===== src/hw/softmax_pkg.sv =====
package softmax_pkg;

    localparam int num_words = 16;

    typedef logic signed [7:0] score_t;  // q4.4
    typedef logic [15:0]       exp_t;    // q1.15, 1.0 = 32768
    typedef logic [19:0]       sum_t;    // q5.15
    typedef logic [7:0]        prob_t;   // q0.8
    typedef logic [3:0]        idx_t;
    typedef logic [7:0]        apb_addr_t;
    typedef logic [31:0]       apb_data_t;

    localparam apb_addr_t reg_ctrl        = 8'h00;  // [0] start, [1] chain
    localparam apb_addr_t reg_status      = 8'h04;  // [0] busy, [1] done
    localparam apb_addr_t reg_prev_max    = 8'h08;
    localparam apb_addr_t reg_prev_sum    = 8'h0C;
    localparam apb_addr_t reg_out_max     = 8'h10;
    localparam apb_addr_t reg_out_sum     = 8'h14;
    localparam apb_addr_t reg_data_base   = 8'h40;  // 16 score words
    localparam apb_addr_t reg_result_base = 8'h80;  // 16 probability words

    typedef enum logic [2:0] {
        idle,
        find_max,
        rescale,
        exp_sum,
        divide
    } exec_state_t;

endpackage


===== src/hw/softmax_max_select.sv =====
`timescale 1ns/1ns
module softmax_max_select
    import softmax_pkg::*;
(
    input  logic   I_CLK,
    input  logic   I_RST_N,
    input  logic   ena,
    input  score_t score,
    output idx_t   idx,
    output logic   vld,
    output score_t max_val
);

    logic run;

    always_ff @(posedge I_CLK or negedge I_RST_N) begin
        if (!I_RST_N) begin
            run     <= 1'b0;
            idx     <= '0;
            vld     <= 1'b0;
            max_val <= '0;
        end else begin
            vld <= 1'b0;
            if (ena && !run) begin
                run     <= 1'b1;
                idx     <= idx + 1'b1;
                max_val <= score;  // word 0 seeds the max
            end else if (run) begin
                idx <= idx + 1'b1;  // wraps back to 0 after the last word
                if (score > max_val) begin
                    max_val <= score;
                end
                if (idx == idx_t'(num_words - 1)) begin
                    run <= 1'b0;
                    vld <= 1'b1;
                end
            end
        end
    end

endmodule


===== src/hw/softmax_exp_unit.sv =====
`timescale 1ns/1ns
module softmax_exp_unit
    import softmax_pkg::*;
(
    input  logic   I_CLK,
    input  logic   I_RST_N,
    input  logic   in_vld,
    input  idx_t   in_idx,
    input  score_t diff,
    output logic   out_vld,
    output idx_t   out_idx,
    output exp_t   exp_val
);

    logic [7:0] mag;
    logic       s1_vld;
    idx_t       s1_idx;
    logic [5:0] s1_mant;
    logic [3:0] s1_shift;

    assign mag = 8'(-diff);  // -128 maps to 128

    always_ff @(posedge I_CLK or negedge I_RST_N) begin
        if (!I_RST_N) begin
            s1_vld  <= 1'b0;
            out_vld <= 1'b0;
        end else begin
            s1_vld  <= in_vld;
            out_vld <= s1_vld;
        end
    end

    // 2^-f approximated by 1 - f/2 over the fraction nibble
    always_ff @(posedge I_CLK) begin
        s1_idx   <= in_idx;
        s1_mant  <= 6'd32 - {2'b00, mag[3:0]};
        s1_shift <= mag[7:4];
        out_idx  <= s1_idx;
        exp_val  <= {s1_mant, 10'b0} >> s1_shift;  // integer part
    end

    assert property (@(posedge I_CLK) disable iff (!I_RST_N) in_vld |-> diff <= 0);

endmodule


===== src/hw/softmax_apb_decode.sv =====
`timescale 1ns/1ns
module softmax_apb_decode
    import softmax_pkg::*;
(
    input  logic      I_CLK,
    input  logic      I_RST_N,
    input  apb_addr_t paddr,
    input  logic      psel,
    input  logic      penable,
    input  logic      pwrite,
    input  apb_data_t pwdata,
    input  logic      busy,
    input  logic      div_done,
    input  idx_t      rd_idx,
    input  prob_t     res_prob,
    input  score_t    out_max,
    input  sum_t      out_sum,
    output apb_data_t prdata,
    output logic      pready,
    output logic      pslverr,
    output logic      start,
    output logic      chain,
    output score_t    prev_max,
    output sum_t      prev_sum,
    output score_t    rd_score,
    output idx_t      res_idx,
    output logic      done
);

    score_t score_mem [num_words];
    logic   access;
    logic   is_ctrl;
    logic   is_status;
    logic   is_pmax;
    logic   is_psum;
    logic   is_omax;
    logic   is_osum;
    logic   is_data;
    logic   is_res;
    logic   mapped;
    logic   locked;
    logic   wr_en;
    logic   start_wr;
    idx_t   word;

    assign access    = psel && penable;
    assign word      = paddr[5:2];
    assign is_ctrl   = paddr == reg_ctrl;
    assign is_status = paddr == reg_status;
    assign is_pmax   = paddr == reg_prev_max;
    assign is_psum   = paddr == reg_prev_sum;
    assign is_omax   = paddr == reg_out_max;
    assign is_osum   = paddr == reg_out_sum;
    assign is_data   = paddr[7:6] == reg_data_base[7:6] && paddr[1:0] == 2'b00;
    assign is_res    = paddr[7:6] == reg_result_base[7:6] && paddr[1:0] == 2'b00;
    assign mapped    = is_ctrl || is_status || is_pmax || is_psum || is_omax || is_osum
                       || is_data || is_res;
    assign locked    = pwrite && busy && (is_ctrl || is_pmax || is_psum || is_data);
    assign pslverr   = access && (!mapped || locked);
    assign wr_en     = access && pwrite && !pslverr;
    assign start_wr  = wr_en && is_ctrl && pwdata[0];
    assign pready    = 1'b1;  // zero wait states
    assign rd_score  = score_mem[rd_idx];
    assign res_idx   = word;

    always_comb begin
        prdata = '0;  // unmapped reads return zero
        if (is_ctrl) prdata = {30'b0, chain, 1'b0};
        else if (is_status) prdata = {30'b0, done, busy};
        else if (is_pmax) prdata = {{24{prev_max[7]}}, prev_max};
        else if (is_psum) prdata = {12'b0, prev_sum};
        else if (is_omax) prdata = {{24{out_max[7]}}, out_max};
        else if (is_osum) prdata = {12'b0, out_sum};
        else if (is_data) prdata = {{24{score_mem[word][7]}}, score_mem[word]};
        else if (is_res) prdata = {24'b0, res_prob};
    end

    always_ff @(posedge I_CLK or negedge I_RST_N) begin
        if (!I_RST_N) begin
            start    <= 1'b0;
            chain    <= 1'b0;
            prev_max <= '0;
            prev_sum <= '0;
            done     <= 1'b0;
        end else begin
            start <= start_wr;  // one cycle after the access phase
            if (wr_en && is_ctrl) chain <= pwdata[1];
            if (wr_en && is_pmax) prev_max <= pwdata[7:0];
            if (wr_en && is_psum) prev_sum <= pwdata[19:0];
            if (start_wr) done <= 1'b0;
            else if (div_done) done <= 1'b1;
        end
    end

    always_ff @(posedge I_CLK) begin
        if (wr_en && is_data) begin
            score_mem[word] <= pwdata[7:0];
        end
    end

    // a refused transfer leaves the registers alone
    assert property (@(posedge I_CLK) disable iff (!I_RST_N)
                     pslverr |=> !start && $stable(chain) && $stable(prev_max)
                                 && $stable(prev_sum));
    assert property (@(posedge I_CLK) disable iff (!I_RST_N) done |-> !busy);

endmodule


===== src/hw/softmax_execute.sv =====
`timescale 1ns/1ns
module softmax_execute
    import softmax_pkg::*;
(
    input  logic   I_CLK,
    input  logic   I_RST_N,
    input  logic   start,
    input  logic   chain,
    input  score_t prev_max,
    input  sum_t   prev_sum,
    input  score_t rd_score,
    input  logic   div_done,
    output idx_t   rd_idx,
    output logic   busy,
    output score_t out_max,
    output sum_t   out_sum,
    output logic   exp_vld,
    output idx_t   exp_idx,
    output exp_t   exp_val,
    output logic   div_start,
    output sum_t   div_sum
);

    exec_state_t state;
    logic        scan_ena;
    logic        scan_vld;
    idx_t        scan_idx;
    score_t      scan_max;
    idx_t        feed_idx;
    logic        feeding;
    logic        first_q;
    logic        x_in_vld;
    score_t      x_diff;
    logic        x_out_vld;
    idx_t        x_out_idx;
    exp_t        x_exp;
    logic [34:0] scaled;
    logic [20:0] acc;

    function automatic score_t sat_diff(input score_t a, input score_t b);
        logic signed [8:0] d;
        d = a - b;
        return (d < -128) ? score_t'(8'h80) : score_t'(d[7:0]);
    endfunction

    assign busy     = state != idle;
    assign scan_ena = start && state == idle;
    assign rd_idx   = (state == exp_sum) ? feed_idx : scan_idx;
    assign x_in_vld = (state == rescale) || feeding;
    assign x_diff   = (state == rescale) ? (chain ? sat_diff(prev_max, out_max) : '0)
                                         : sat_diff(rd_score, out_max);
    assign scaled   = prev_sum * x_exp;  // old sum times 2^(old max - new max)
    assign acc      = out_sum + x_exp;
    assign exp_vld  = x_out_vld && !first_q;
    assign exp_idx  = x_out_idx;
    assign exp_val  = x_exp;
    assign div_sum  = out_sum;

    softmax_max_select u_max_select (
        .I_CLK   (I_CLK),
        .I_RST_N (I_RST_N),
        .ena     (scan_ena),
        .score   (rd_score),
        .idx     (scan_idx),
        .vld     (scan_vld),
        .max_val (scan_max)
    );

    softmax_exp_unit u_exp_unit (
        .I_CLK   (I_CLK),
        .I_RST_N (I_RST_N),
        .in_vld  (x_in_vld),
        .in_idx  (feed_idx),
        .diff    (x_diff),
        .out_vld (x_out_vld),
        .out_idx (x_out_idx),
        .exp_val (x_exp)
    );

    always_ff @(posedge I_CLK or negedge I_RST_N) begin
        if (!I_RST_N) begin
            state     <= idle;
            out_max   <= '0;
            out_sum   <= '0;
            feed_idx  <= '0;
            feeding   <= 1'b0;
            first_q   <= 1'b0;
            div_start <= 1'b0;
        end else begin
            div_start <= 1'b0;
            case (state)
                idle: begin
                    if (start) state <= find_max;
                end
                find_max: begin
                    if (scan_vld) begin
                        out_max <= (chain && prev_max > scan_max) ? prev_max : scan_max;
                        state   <= rescale;
                    end
                end
                rescale: begin  // rescale item goes in this cycle
                    state    <= exp_sum;
                    feeding  <= 1'b1;
                    feed_idx <= '0;
                    first_q  <= 1'b1;
                    out_sum  <= '0;
                end
                exp_sum: begin
                    if (feeding) begin
                        feed_idx <= feed_idx + 1'b1;
                        if (feed_idx == idx_t'(num_words - 1)) feeding <= 1'b0;
                    end
                    if (x_out_vld && first_q) begin
                        first_q <= 1'b0;
                        out_sum <= chain ? scaled[34:15] : '0;
                    end else if (x_out_vld) begin
                        out_sum <= acc[20] ? '1 : acc[19:0];  // saturate
                        if (x_out_idx == idx_t'(num_words - 1)) begin
                            div_start <= 1'b1;
                            state     <= divide;
                        end
                    end
                end
                divide: begin
                    if (div_done) state <= idle;
                end
                default: state <= idle;
            endcase
        end
    end

    assert property (@(posedge I_CLK) disable iff (!I_RST_N) start |-> !busy);
    assert property (@(posedge I_CLK) disable iff (!I_RST_N)
                     x_out_vld |-> state == exp_sum);  // pipeline drains inside the sum phase

endmodule


===== src/hw/softmax_result.sv =====
`timescale 1ns/1ns
module softmax_result
    import softmax_pkg::*;
(
    input  logic  I_CLK,
    input  logic  I_RST_N,
    input  logic  exp_vld,
    input  idx_t  exp_idx,
    input  exp_t  exp_val,
    input  logic  div_start,
    input  sum_t  div_sum,
    input  idx_t  res_idx,
    output logic  div_done,
    output prob_t res_prob
);

    exp_t        exp_mem  [num_words];
    prob_t       prob_mem [num_words];
    sum_t        sum_q;
    logic        run;
    idx_t        word;
    logic [4:0]  step;
    sum_t        rem;
    logic [18:0] dvd;
    logic [17:0] quo;
    logic        ovf;
    logic [20:0] trial;
    logic        qbit;
    logic [18:0] quo_nxt;

    // dividend is {exp, 8'b0}; top five bits preload the remainder
    assign trial    = {rem, dvd[18]};
    assign qbit     = trial >= {1'b0, sum_q};
    assign quo_nxt  = {quo, qbit};
    assign res_prob = prob_mem[res_idx];

    always_ff @(posedge I_CLK or negedge I_RST_N) begin
        if (!I_RST_N) begin
            run      <= 1'b0;
            word     <= '0;
            step     <= '0;
            div_done <= 1'b0;
        end else begin
            div_done <= 1'b0;
            if (div_start) begin
                run  <= 1'b1;
                word <= '0;
                step <= '0;
            end else if (run) begin
                if (step == 5'd19) begin  // load plus 19 iterations
                    step <= '0;
                    word <= word + 1'b1;
                    if (word == idx_t'(num_words - 1)) begin
                        run      <= 1'b0;
                        div_done <= 1'b1;
                    end
                end else begin
                    step <= step + 1'b1;
                end
            end
        end
    end

    always_ff @(posedge I_CLK) begin
        if (exp_vld) exp_mem[exp_idx] <= exp_val;
        if (div_start) sum_q <= div_sum;
        if (run) begin
            if (step == 5'd0) begin
                rem <= {15'b0, exp_mem[word][15:11]};
                ovf <= exp_mem[word][15:11] >= sum_q;  // quotient past 2^19
                dvd <= {exp_mem[word][10:0], 8'b0};
                quo <= '0;
            end else begin
                rem <= qbit ? 20'(trial - {1'b0, sum_q}) : trial[19:0];
                dvd <= dvd << 1;
                quo <= quo_nxt[17:0];
                if (step == 5'd19) begin
                    prob_mem[word] <= (ovf || |quo_nxt[18:8]) ? 8'hFF : quo_nxt[7:0];
                end
            end
        end
    end

    assert property (@(posedge I_CLK) disable iff (!I_RST_N) div_start |-> div_sum != '0);

endmodule


===== src/hw/softmax_top.sv =====
`timescale 1ns/1ns
module softmax_top
    import softmax_pkg::*;
(
    input  logic      I_CLK,
    input  logic      I_RST_N,
    input  apb_addr_t paddr,
    input  logic      psel,
    input  logic      penable,
    input  logic      pwrite,
    input  apb_data_t pwdata,
    output apb_data_t prdata,
    output logic      pready,
    output logic      pslverr,
    output logic      irq
);

    logic   start;
    logic   chain;
    score_t prev_max;
    sum_t   prev_sum;
    idx_t   rd_idx;
    score_t rd_score;
    logic   busy;
    score_t out_max;
    sum_t   out_sum;
    logic   exp_vld;
    idx_t   exp_idx;
    exp_t   exp_val;
    logic   div_start;
    sum_t   div_sum;
    logic   div_done;
    idx_t   res_idx;
    prob_t  res_prob;

    softmax_apb_decode u_decode (.*, .done(irq));  // irq is the done bit

    softmax_execute u_execute (.*);

    softmax_result u_result (.*);

endmodule


===== config.mk =====
export PLATFORM = sky130hd
export DESIGN_NAME = softmax_top
export DESIGN_NICKNAME = d
export VERILOG_FILES = /design/src/hw/softmax_pkg.sv /design/src/hw/softmax_max_select.sv /design/src/hw/softmax_exp_unit.sv /design/src/hw/softmax_apb_decode.sv /design/src/hw/softmax_execute.sv /design/src/hw/softmax_result.sv /design/src/hw/softmax_top.sv
export SDC_FILE = /design/constraint.sdc
export NUM_CORES = 2
export LEC_CHECK = 0
export BUFFER_PORTS_ARGS = -buffer_cell sky130_fd_sc_hd__clkbuf_2
export CAP_MARGIN = 0
export CORE_MARGIN = 2
export CORE_UTILIZATION = 60
export DETAILED_ROUTE_END_ITERATION = 8
export GPL_TIMING_DRIVEN = 0
export MAX_ROUTING_LAYER = met4
export PLACE_DENSITY_LB_ADDON = 0.12
export SLEW_MARGIN = 20
export SYNTH_ARGS = -nofsm -noshare
export SYNTH_HDL_FRONTEND = slang
export SYNTH_HIERARCHICAL = 1
export SYNTH_SLANG_ARGS = --single-unit

===== constraint.sdc =====
create_clock -name I_CLK -period 7.6 [get_ports I_CLK]
set_input_delay 1.52 -clock I_CLK [delete_from_list [all_inputs] [get_ports I_CLK]]
set_output_delay 1.52 -clock I_CLK [all_outputs]
set_load 0.005 [all_outputs]

==> metrics.log <==
INFO  metric endpoint_kind = flip-flop
INFO  metric final_cells = between 4000 and 5000
INFO  metric synth_seq_cells = 712
INFO  metric clk_pin_slew = 0.06 ns
INFO  metric synth_cells = 3380
INFO  metric placed_cells = ~4400
INFO  metric synth_enable_flop_cells = 582
INFO  metric fillCellCount = ~5300
INFO  metric tritoncts = done
INFO  metric detail_route.vias_per_cell = 6.34
INFO  metric finish.net_count = 4012
INFO  metric crit_arrival = roughly 8 ns
INFO  metric avg_inst_size_synth = 12.9 um2
INFO  metric yosys.cell_types.count = 98
INFO  metric ys.flop_type = sky130_fd_sc_hd__edfxtp_1
INFO  metric num_cts_buffers = 74
INFO  metric worst_ir_drop_vdd = about 0.25 mV
INFO  metric total_die_area = 74600 um2
INFO  metric num_io_pins = 80
INFO  metric clock_insertion_delay_worst_skew = 0.65 ns
INFO  metric grt_pass1_wl = 178000 um
INFO  metric synth.net_count = 3860
INFO  metric grt.overflow.total = 0
INFO  metric crit_path_cell_trace = clkbuf_2, nand2_1, fa_1, inv_1, fa_1, fa_1, fa_1, fa_1, inv_1, fa_1, inv_1, ha_1, a21oi_2, o21ai_0, nor4_2, nand3_2, a21oi_4, a21oi_2, o21a_1, or3_1, a311o_1, o211a_1
INFO  metric clk_path_buf_depth = 3
INFO  metric place_worst_setup_slack = -0.734 ns
INFO  metric required = 8.10 ns
INFO  metric setup_ws = 0.212 ns
INFO  metric h-tree-depth = 3
INFO  metric chipHeight = 273 um
INFO  metric post-layout-total-power = around 8.5 mW
INFO  metric period_share = 0.972
INFO  metric fin_max_slew_vios = 0
INFO  metric detailedRoute.firstIterationViolations = a little under 3000
INFO  metric first_pass_iters = 8
INFO  metric layout_min_cycle_time = 7.39 ns
INFO  metric critical_path_buf_inv_count = 4
INFO  metric number_of_warnings_issued_by_yosys = 6
INFO  metric seq_area_frac_synth = 0.473
INFO  metric wirelength = 118000 um
INFO  metric crit_path_max_delay_cell_type = sky130_fd_sc_hd__fa_1
INFO  metric path_common_cell = sky130_fd_sc_hd__fa_1
INFO  metric grt_pass1_vias = 29500
INFO  metric power-per-cell-area = 177 nW/um2
INFO  metric p_leak = 18.4 nW
INFO  metric drive_gt1_frac = 0.179
INFO  metric fmax = 0.135 GHz
INFO  metric min_delay_worst_type = reg2reg
INFO  metric async_reset_ff_frac = 0.135
INFO  metric worstSetupPathType = reg2reg
INFO  metric timing.critical_path.slowest_cell_delay = between 0.6 and 0.7 ns
INFO  metric number_of_sinks_on_the_clock_net = 712
INFO  metric core_area = 71600 um2
INFO  metric timing.max_cap.violations = 0
INFO  metric hold_ws = 0.290 ns
INFO  metric wire_per_inst = approximately 26 um
INFO  metric antenna_violations_before_repair = 3
INFO  metric antenna_violating_nets_post_route = 0
INFO  metric die_w = between 200 and 300 um
INFO  metric via_total_after_detailed_routing = ~29000
INFO  metric timing.critical_path.max_delay_family = adder cells
INFO  metric hold_buffers = 0
INFO  metric grt_max_degree = 61
INFO  metric area_growth = 10.1%
INFO  metric fin_util = 0.668
INFO  metric fp_rows = 98
INFO  metric run_status = finished clean
INFO  metric grt_use_total = 0.333
INFO  metric place.port_buffers = between 60 and 70
INFO  metric kind_of_start_point_of_the_critical_path = flip-flop
INFO  metric tightestPinTransition = 1.07 ns
INFO  metric floorplan.initialDensity = 0.607
INFO  metric cts_root_buffer = sky130_fd_sc_hd__clkbuf_16
INFO  metric timing.max_slew.rel_slack = 0.287
INFO  metric worstPathMaxFanout = 10
INFO  metric synth.cell_area = roughly 43000 um2
INFO  metric clock-skew-final = 0.0411 ns
INFO  metric report.final.setup_viol = 0
INFO  metric post-dp-hpwl = 84300 um
INFO  metric route.detailed.drc = 0
INFO  metric place_congestion = between 0.9 and 1
INFO  metric timing.final.hold_violations = 0
-- layout make-up --
cell class / instances / area, um2 / share of cell area
Antenna cell: 2 / 5.00 / 0.000105
Buffer: 194 / 1060 / 0.0223
Clock buffer: 92 / 1950 / 0.0408
Clock inverter: 44 / 528 / 0.0110
Inverter: 375 / 1410 / 0.0294
Multi-Input combinational cell: 2096 / 20600 / 0.430
Sequential cell: 712 / 20600 / 0.431
Tap cell: 950 / 1190 / 0.0248
Timing Repair Buffer: 79 / 499 / 0.0104
-- cells by family (layout without fill, tap and decap cells) --
logic type,after synthesis,after routing,share of synthesized area
buffers and inverters,572,784,0.0557
multiplexers,253,253,0.115
XOR/XNOR,66,66,0.0133
AND/OR/NAND/NOR,886,886,0.101
flip-flops,712,712,0.473
adder cells (fa/ha/maj),435,435,0.169
AO/OA/AOI/OAI,455,455,0.0727
other,1,3,0.0000863
-- path summary, 6_finish.rpt --
path	cells past startpoint	startpoint	slack, ns	endpoint
setup / recovery	22	u_decode/prev_sum[6]	0.21	u_execute/div_sum[19]
max in group asynchronous	2	I_RST_N	6.10	u_decode/prev_sum[3]
min in group asynchronous	1	I_RST_N	0.80	u_result/step[4]
hold reg to reg	0	u_execute/u_exp_unit/s1_idx[0]	0.29	u_execute/u_exp_unit/out_idx[0]
setup reg to reg	22	u_decode/prev_sum[6]	0.21	u_execute/div_sum[19]
hold / removal	0	u_execute/u_exp_unit/s1_idx[0]	0.29	u_execute/u_exp_unit/out_idx[0]
-- state kept, by name (all words and copies together), names as in the netlist, 3 cells and up --
signal	count
u_decode/prev_max	8
u_decode/prev_sum	20
u_decode/score_mem	128
u_execute/div_sum	20
u_execute/feed_idx	4
u_execute/out_max	8
u_execute/state	3
u_execute/u_exp_unit/exp_val	16
u_execute/u_exp_unit/out_idx	4
u_execute/u_exp_unit/s1_idx	4
u_execute/u_exp_unit/s1_mant	6
u_execute/u_exp_unit/s1_shift	4
u_execute/u_max_select/idx	4
u_execute/u_max_select/max_val	8
u_result/dvd	11
u_result/exp_mem	256
u_result/prob_mem	128
u_result/quo	18
u_result/rem	20
u_result/step	5
u_result/sum_q	20
u_result/word	4
-- worst register-to-register path, delay by kind of cell, from the launching register on --
family          cells  cell delay [ns]
fa+ha+maj           7             3.64
buf+inv             4             0.61
compound gates      7             1.51
simple gates        4             0.93
flops               1             0.59
-- stage by stage --
stage / setup TNS, ns / cell area, um2
2_1_floorplan: 0 / 43400
3_3_place_gp: -1.33 / 44900
3_5_place_dp: -3.27 / 45200
4_1_cts: 0 / 47800
5_1_grt: -0.000636 / 47800
6_report: 0 / 47800
-- Yosys cell counts (34+ instances only) --
| cell type | count | area, um2 |
|---|---|---|
| sky130_fd_sc_hd__edfxtp_1 | 582 | 17500 |
| sky130_fd_sc_hd__inv_1 | 375 | 1410 |
| sky130_fd_sc_hd__nand2_1 | 353 | 1330 |
| sky130_fd_sc_hd__fa_1 | 252 | 5040 |
| sky130_fd_sc_hd__mux4_2 | 193 | 4350 |
| sky130_fd_sc_hd__ha_1 | 183 | 2290 |
| sky130_fd_sc_hd__and2_1 | 148 | 926 |
| sky130_fd_sc_hd__nor2_1 | 115 | 432 |
| sky130_fd_sc_hd__a21oi_1 | 108 | 541 |
| sky130_fd_sc_hd__clkbuf_1 | 107 | 402 |
| sky130_fd_sc_hd__dfrtp_1 | 96 | 2400 |
| sky130_fd_sc_hd__o21ai_0 | 69 | 345 |
| sky130_fd_sc_hd__nand3_1 | 52 | 260 |
| sky130_fd_sc_hd__buf_4 | 47 | 353 |
| sky130_fd_sc_hd__a21o_1 | 40 | 300 |
| sky130_fd_sc_hd__xnor2_1 | 38 | 333 |
| sky130_fd_sc_hd__nor2b_1 | 35 | 219 |
| sky130_fd_sc_hd__o211ai_1 | 35 | 263 |
| sky130_fd_sc_hd__dfxtp_1 | 34 | 681 |
| sky130_fd_sc_hd__mux2_2 | 34 | 383 |
-- repair_timing --
action | in CTS | in global routing
gates resized for setup | 33 | 82
hold endpoints to repair | 0 | 0
buffers inserted | 0 | 0
setup endpoints to repair | 17 | 9
gates cloned | 0 | 0
-- layer usage --
metal	up-vias	part of all wire	global-route usage
li1	12400	-	-
met1	14800	0.40	0.449
met2	1438	0.48	0.516
met3	240	0.090	0.0626
met4	0	0.032	0.110
met5	-	0	-
-- layout by cell type (no fill, tap or decap), drive strengths merged, types with 113 or more instances in the layout --
cell type | netlist | layout
edfxtp | 582 | 582
ha | 183 | 183
nand2 | 355 | 355
nor2 | 117 | 117
inv | 375 | 378
and2 | 156 | 156
mux4 | 193 | 193
a21oi | 113 | 113
fa | 252 | 252
clkbuf | 107 | 262
-- power by group --
group          internal [mW]  switching, mW  total, mW
logic                  0.150          0.292      0.442
clock network           2.10           1.56       3.66
registers               4.26         0.0901       4.35
total                   6.51           1.94       8.45
Power figures use the tool's default switching activity.
